--- src/fetch_pkg.sv ---
`default_nettype none

package fetch_pkg;

	// Cache controller states.
	typedef enum logic [1:0] {
		idle       = 2'd0,
		read_setup = 2'd1,
		read_bus   = 2'd2,
		initialize = 2'd3
	} cache_state_e;

	// Low bits of a stored tag word, so an all-zero line never matches.
	localparam logic [1:0] TAG_VALID = 2'b01;

	// First fetch address after reset.
	localparam logic [31:0] RESET_PC = 32'h0000_0000;

	// One cache line: the word and its full fetch address marked valid.
	typedef struct packed {
		logic [31:0] instr;
		logic [31:0] tag;
	} cache_line_t;

	// A fetched instruction as handed downstream.
	typedef struct packed {
		logic        valid;
		logic [31:0] pc;
		logic [31:0] instr;
	} fetch_t;

	// Tag word for a fetch address.
	function automatic logic [31:0] make_tag(input logic [31:0] pc);
		return {pc[31:2], TAG_VALID};
	endfunction

endpackage

`default_nettype wire
--- src/fetch_top.sv ---
`timescale 1ns/1ps
`default_nettype none

module fetch_top #(
	parameter int INDEX_BITS = 6
) (
	input  wire               i_clock,
	input  wire               i_reset,
	input  wire               i_stall,
	input  wire               i_redirect,
	input  wire [31:0]        i_redirect_pc,
	input  wire               i_bus_ready,
	input  wire [31:0]        i_bus_rdata,
	output logic              o_bus_request,
	output logic [31:0]       o_bus_address,
	output fetch_pkg::fetch_t o_fetch
);

	logic [31:0]            pc;
	logic                   ready;
	logic [31:0]            instr;
	logic                   ram_write;
	logic [INDEX_BITS-1:0]  ram_index;
	fetch_pkg::cache_line_t ram_wline;
	fetch_pkg::cache_line_t ram_rline;

	fetch_pc u_fetch_pc (
		.i_clock       (i_clock),
		.i_reset       (i_reset),
		.i_redirect    (i_redirect),
		.i_redirect_pc (i_redirect_pc),
		.i_ready       (ready),
		.i_instr       (instr),
		.o_pc          (pc),
		.o_fetch       (o_fetch)
	);

	instr_cache #(
		.INDEX_BITS (INDEX_BITS)
	) u_instr_cache (
		.i_clock       (i_clock),
		.i_reset       (i_reset),
		.i_stall       (i_stall),
		.i_pc          (pc),
		.i_bus_ready   (i_bus_ready),
		.i_bus_rdata   (i_bus_rdata),
		.i_line        (ram_rline),
		.o_ready       (ready),
		.o_instr       (instr),
		.o_bus_request (o_bus_request),
		.o_bus_address (o_bus_address),
		.o_ram_write   (ram_write),
		.o_ram_index   (ram_index),
		.o_ram_line    (ram_wline)
	);

	cache_ram #(
		.INDEX_BITS (INDEX_BITS)
	) u_cache_ram (
		.i_clock (i_clock),
		.i_write (ram_write),
		.i_index (ram_index),
		.i_line  (ram_wline),
		.o_line  (ram_rline)
	);

endmodule

`default_nettype wire

--- src/instr_cache.sv ---
`timescale 1ns/1ps
`default_nettype none

module instr_cache #(
	parameter int INDEX_BITS = 6
) (
	input  wire                         i_clock,
	input  wire                         i_reset,
	input  wire                         i_stall,
	input  wire [31:0]                  i_pc,
	input  wire                         i_bus_ready,
	input  wire [31:0]                  i_bus_rdata,
	input  wire fetch_pkg::cache_line_t i_line,
	output logic                        o_ready,
	output logic [31:0]                 o_instr,
	output logic                        o_bus_request,
	output logic [31:0]                 o_bus_address,
	output logic                        o_ram_write,
	output logic [INDEX_BITS-1:0]       o_ram_index,
	output fetch_pkg::cache_line_t      o_ram_line
);

	fetch_pkg::cache_state_e state;
	fetch_pkg::cache_state_e next_state;

	logic [INDEX_BITS-1:0] clear_index;
	logic [INDEX_BITS-1:0] next_clear;
	logic [INDEX_BITS-1:0] read_index;
	logic [31:0]           miss_pc;
	logic [31:0]           pc_next;
	logic [INDEX_BITS-1:0] pc_index;
	logic [INDEX_BITS-1:0] next_index;
	logic [INDEX_BITS-1:0] miss_index;

	assign pc_next = i_pc + 32'd4;
	assign pc_index = i_pc[INDEX_BITS+1:2];
	assign next_index = pc_next[INDEX_BITS+1:2];
	assign miss_index = miss_pc[INDEX_BITS+1:2];

	// Address is held from the miss until the bus answers.
	assign o_bus_address = (state == fetch_pkg::read_bus) ? miss_pc : i_pc;

	always_comb begin
		next_state = state;
		next_clear = clear_index;
		o_ready = 1'b0;
		o_instr = i_line.instr;
		o_bus_request = 1'b0;
		o_ram_write = 1'b0;
		o_ram_index = pc_index;
		o_ram_line = '{instr: i_bus_rdata, tag: fetch_pkg::make_tag(miss_pc)};

		case (state)
			fetch_pkg::idle: begin
				if (!i_stall) begin
					next_state = fetch_pkg::read_setup;
				end
			end

			fetch_pkg::read_setup: begin
				if (i_stall) begin
					next_state = fetch_pkg::idle;
				end else if (read_index != pc_index) begin
					// Line read for an old pc, read again at the new one.
					next_state = fetch_pkg::read_setup;
				end else if (i_line.tag == fetch_pkg::make_tag(i_pc)) begin
					o_ready = 1'b1;
					o_ram_index = next_index;
				end else begin
					o_bus_request = 1'b1;
					next_state = fetch_pkg::read_bus;
				end
			end

			fetch_pkg::read_bus: begin
				o_bus_request = 1'b1;
				o_ram_index = miss_index;
				if (i_bus_ready) begin
					o_ram_write = 1'b1;
					o_instr = i_bus_rdata;
					// No delivery if the pc moved on while waiting.
					o_ready = (i_pc == miss_pc);
					next_state = fetch_pkg::idle;
				end
			end

			fetch_pkg::initialize: begin
				o_ram_write = 1'b1;
				o_ram_index = clear_index;
				o_ram_line = '0;
				next_clear = clear_index + 1'b1;
				if (clear_index == '1) begin
					next_state = fetch_pkg::idle;
				end
			end

			default: begin
				next_state = fetch_pkg::initialize;
			end
		endcase
	end

	always_ff @(posedge i_clock) begin
		if (i_reset) begin
			state <= fetch_pkg::initialize;
			clear_index <= '0;
		end else begin
			state <= next_state;
			clear_index <= next_clear;
		end
	end

	always_ff @(posedge i_clock) begin
		read_index <= o_ram_index;
		if (state == fetch_pkg::read_setup && o_bus_request) begin
			miss_pc <= i_pc;
		end
	end

	// Clearing runs from reset until the index wraps to zero.
	a_no_request_init: assert property (
		@(posedge i_clock) ($past(i_reset) || clear_index != '0) |-> !o_bus_request
	) else $error("instr_cache: bus request while clearing");

	a_address_stable: assert property (
		@(posedge i_clock) disable iff (i_reset)
		(o_bus_request && !i_bus_ready) |=> (o_bus_request && $stable(o_bus_address))
	) else $error("instr_cache: bus address moved under request");

endmodule

`default_nettype wire

--- src/fetch_pc.sv ---
`timescale 1ns/1ps
`default_nettype none

module fetch_pc (
	input  wire                i_clock,
	input  wire                i_reset,
	input  wire                i_redirect,
	input  wire [31:0]         i_redirect_pc,
	input  wire                i_ready,
	input  wire [31:0]         i_instr,
	output logic [31:0]        o_pc,
	output fetch_pkg::fetch_t  o_fetch
);

	logic [31:0] pc;
	logic        fetch_valid;
	logic [31:0] fetch_pc_q;
	logic [31:0] fetch_instr;

	// A redirect wins over the step and drops the word fetched in that cycle.
	always_ff @(posedge i_clock) begin
		if (i_reset) begin
			pc <= fetch_pkg::RESET_PC;
			fetch_valid <= 1'b0;
		end else begin
			fetch_valid <= i_ready && !i_redirect;
			if (i_redirect) begin
				pc <= i_redirect_pc;
			end else if (i_ready) begin
				pc <= pc + 32'd4;
			end
		end
	end

	always_ff @(posedge i_clock) begin
		if (i_ready) begin
			fetch_pc_q <= pc;
			fetch_instr <= i_instr;
		end
	end

	assign o_pc = pc;
	assign o_fetch = '{valid: fetch_valid, pc: fetch_pc_q, instr: fetch_instr};

	// Redirect targets and steps keep the pc on a word boundary.
	a_pc_aligned: assert property (
		@(posedge i_clock) disable iff (i_reset) o_pc[1:0] == 2'b00
	) else $error("fetch_pc: unaligned pc %h", o_pc);

endmodule

`default_nettype wire

--- src/cache_ram.sv ---
`timescale 1ns/1ps
`default_nettype none

module cache_ram #(
	parameter int INDEX_BITS = 6
) (
	input  wire                    i_clock,
	input  wire                    i_write,
	input  wire [INDEX_BITS-1:0]   i_index,
	input  wire fetch_pkg::cache_line_t i_line,
	output fetch_pkg::cache_line_t o_line
);

	localparam int LINES = 2 ** INDEX_BITS;

	fetch_pkg::cache_line_t mem [LINES];

	// One cycle read latency. A write shows its new line on the output.
	always_ff @(posedge i_clock) begin
		if (i_write) begin
			mem[i_index] <= i_line;
			o_line <= i_line;
		end else begin
			o_line <= mem[i_index];
		end
	end

endmodule

`default_nettype wire

--- config.mk ---
export PLATFORM = sky130hd
export DESIGN_NAME = fetch_top
export DESIGN_NICKNAME = d
export VERILOG_FILES = /design/src/fetch_pkg.sv /design/src/fetch_top.sv /design/src/instr_cache.sv /design/src/fetch_pc.sv /design/src/cache_ram.sv
export SDC_FILE = /design/constraint.sdc
export NUM_CORES = 2
export LEC_CHECK = 0
export BUFFER_PORTS_ARGS = -buffer_cell sky130_fd_sc_hd__buf_4
export CORE_AREA = 10 10 761 763
export DETAILED_ROUTE_END_ITERATION = 8
export DIE_AREA = 0 0 771 773
export GPL_ROUTABILITY_DRIVEN = 0
export GPL_TIMING_DRIVEN = 0
export HOLD_SLACK_MARGIN = 0.15
export PLACE_DENSITY_LB_ADDON = 0.15
export SETUP_SLACK_MARGIN = 0.15
export SLEW_MARGIN = 10
export SYNTH_ARGS = -nofsm -noshare
export SYNTH_HDL_FRONTEND = slang
export SYNTH_HIERARCHICAL = 1
export SYNTH_SLANG_ARGS = --single-unit
--- constraint.sdc ---
create_clock -name i_clock -period 8.65 [get_ports i_clock]
set_clock_uncertainty 0.2 [all_clocks]
set_input_delay 1.73 -clock i_clock [delete_from_list [all_inputs] [get_ports i_clock]]
set_output_delay 1.73 -clock i_clock [all_outputs]
set_load 0.02 [all_outputs]
==> results by group <==
Floorplanning
  • Die area: 596,000 um^2
  • Core area: 564,000 um^2
  • IO Pins: 167
  • Standard-cell row count: 276
  • Die width: 771 um
  • Die Y: 773 um
  • Starting Density: 0.289

Synth
  • Syn avg cell area: 22.5 um^2
  • Post-synthesis instance total: 7,229
  • FFs w/ async S/R, synth: 0
  • Register area share after synthesis: 0.779
  • Post-Syn Area: 163,000 um^2
  • Most used DFF post-synth: edfxtp_1
  • Synth Net Count: 7,306
  • EDFF count, synth: 4,192
  • Synthesis-stage register bit count: 4,245
  • Yosys Warn Count: 6
  • Cell variety after synth: 71

Timing
  • Final worst-path cycle share: 0.989
  • Endpoints failing hold: 0
  • RSZ-0062 raised after global routing: no
  • Slew @ Worst Pin: 1.37 ns
  • Final Max Slew Viols: 0
  • Fin worst setup slack: 0.0977 ns
  • Min Clock Period, post-route: 8.55 ns
  • Setup_tns: 0 ns
  • Fmax: 117 MHz
  • Endpoints failing setup: 0
  • Slew headroom: 0.0763

Worst setup path
  • Worst R2R Path Depth: 21
  • WS Path Type: flip-flop to flip-flop
  • Critical Path Max Stage Delay: 0.87 ns
  • Critical path launch point type: flip-flop
  • Required time worst endpoint: 9.16 ns
  • Slowest-stage cell, CP: clkbuf_1
  • CP Capture Type: flip-flop
  • Worst Path Arrival: 9.06 ns
  • Worst path cell trace: buf_2, buf_4, and2_1, clkbuf_2, clkbuf_1, a22o_1, nor2_1, a211oi_1, xnor2_1, nand4_1, nor4_4, nand3_4, or4_1, nand3_1, clkbuf_1, nand3_2, nor2_4, buf_16, buf_12, buf_12, buf_16
  • Max FO, Critical Path: 14

Cells and area
  • Register area: 127,000 um^2
  • Multi-input gate area: 35,200 um^2
  • Final #Nets: 8,375
  • Commonest non-fill, non-tap cell in the layout: edfxtp_1
  • Layout area overhead: 22.0%
  • Layout cells sized above 1: 0.329
  • Finished Layout Cells: 16.2k
  • Post-route cell area: 199,000 um^2
  • Commonest cells after routing, fill and taps aside: edfxtp_1, mux4_2, clkbuf_16, buf_4, buf_12
  • Fillers: 52.0k

Route
  • Vias: 83.5k
  • DR WL/cell: 34.5 um
  • Antenna Nets Post-Route: 0
  • Drt pass-1 iters: 6
  • DRC viols: 0
  • WL final: 559 mm
  • DR vias/cell: 5.15
  • DRT iter0 DRCs: 9,333

Run
  • Max-cap violations: 0

Clock tree
  • CTS max path bufs: 4
  • Clk sinks: 4,245
  • CTS H-tree depth: 5
  • Clock Pin Slew Worst Setup and Hold Paths: 0.06 ns
  • Hold buffers post-CTS: 0
  • Root buf cell: clkbuf_16
  • CTS Buf Count: 451
  • CTS tree: built
  • Worst skew pair latency: 1.05 ns

GRT
  • Initial antenna violation count: 54
  • Global-route wire length before repair: 752 mm
  • Total global routing overflow: 0
  • Vias in the first global route: 85.7k
  • Pin count of the biggest net entering global routing: 65
  • GRT Total Usage: 0.182

Min path
  • Worst Hold Depth: 2
  • Hold Path Class: flip-flop to flip-flop

Run status
  • Status: finished, final reports clean

Placed design
  • HPWL after DPL: 399 mm
  • Post-Place Worst Slack: -1.87 ns
  • IO buf count: 165
  • Placed Instances: 15.3k
  • Post-DP Area: 183,000 um^2

Power and ir drop
  • Pwr Density: 326 nW/um^2
  • Leak: 61.4 nW
  • Peak VDD IR: 186 uV
routing by layer:
| layer | track usage | wire (um) |
|---|---|---|
| met4 | 0.0500 | 16600 |
| met1 | 0.242 | 230000 |
| met5 | 0 | 107 |
| met2 | 0.306 | 274000 |
| met3 | 0.0340 | 38500 |
synth_stat cells (11+ instances only):
cell type,instances,area [um^2]
a211oi_1,77,578
a21oi_1,13,65.1
a22o_1,88,771
a22oi_1,173,1300
a2bb2oi_1,20,175
a31oi_1,20,125
a41oi_1,27,236
and3_1,66,413
buf_1,23,86.3
buf_2,172,861
buf_4,38,285
buf_6,11,124
clkbuf_1,165,619
dfxtp_1,53,1060
edfxtp_1,4192,126000
inv_1,37,139
mux2_2,62,698
mux2i_1,140,1400
mux4_2,1024,23100
nand2_1,86,323
nand2b_1,12,75.1
nand3_1,63,315
nand4_1,24,150
nor2_1,155,582
nor2b_1,94,588
nor4_1,17,106
o221ai_1,38,333
o22ai_1,85,532
or2_2,28,175
or3_1,32,200
xnor2_1,56,490
xor2_1,29,254
kinds of logic after synthesis:
| family | count (synthesis) | share of synthesized area |
|---|---|---|
| AOI/OAI and AO/OA | 587 | 0.0274 |
| xor gates and xnor gates | 85 | 0.00457 |
| adders and majority gates | 8 | 0.000614 |
| buffers and inverters | 452 | 0.0133 |
| DFF | 4245 | 0.779 |
| muxes | 1226 | 0.154 |
| other | 1 | 0.0000230 |
| and+or+nand+nor | 625 | 0.0205 |
sequential cells by signal, indices dropped and copies added (netlist names), named ones only:
name	cells
u_instr_cache/clear_index	6
u_cache_ram/mem	4096
u_instr_cache/read_index	6
u_instr_cache/state	2
u_instr_cache/miss_pc	32
u_fetch_pc/fetch_valid	1
u_fetch_pc/fetch_pc_q	32
u_fetch_pc/o_pc	32
u_fetch_pc/fetch_instr	32
power breakdown:
| part | leakage (nW) | internal [mW] | switching [mW] |
|---|---|---|---|
| Clock | 7.20 | 11.2 | 8.23 |
| Combinational | 15.3 | 6.88 | 12.8 |
| Sequential | 38.9 | 25.3 | 0.227 |
worst max-delay path, delay by kind of cell, from the launching register on:
family / cells / cell delay (ns)
buffers and inverters: 9 / 3.26
AND/OR/NAND/NOR: 9 / 3.08
AO/OA/AOI/OAI: 2 / 0.98
flip-flops: 1 / 0.30
XOR/XNOR: 1 / 0.26
layout make-up:
class,count,area share
Antenna cell,18,0.000227
Buffer,412,0.0112
Clock buffer,521,0.0589
Clock inverter,312,0.0153
Inverter,38,0.000718
Multi-Input combinational cell,2532,0.177
Sequential cell,4245,0.639
Tap cell,7506,0.0473
Timing Repair Buffer,618,0.0503
metrics by stage:
step	utilization	power (mW)	hold slack, ns
2_1_floorplan	-	36.0	0.271
3_3_place_gp	0.308	44.6	0.312
3_5_place_dp	0.324	45.7	0.323
4_1_cts	0.352	65.4	0.332
5_1_grt	0.353	66.9	0.351
6_report	0.353	64.7	0.335
path summary, 6_finish.rpt:
kind | from | slack, ns | endpoint
worst max-delay path | flip-flop | 0.1 | u_cache_ram/mem[62][35]
worst min-delay path | u_instr_cache/clear_index[5] | 0.33 | u_instr_cache/clear_index[5]
worst max register to register | flip-flop | 0.1 | u_cache_ram/mem[62][35]
worst min register to register | u_instr_cache/clear_index[5] | 0.33 | u_instr_cache/clear_index[5]
repair_timing:
item	4_1_cts	5_1_grt
endpoints found under the setup margin	4101	1396
resized for setup	98	23
pin swaps	31	4
buffers inserted	65	9
gates cloned	0	0
(Power assumes the default switching activity.)
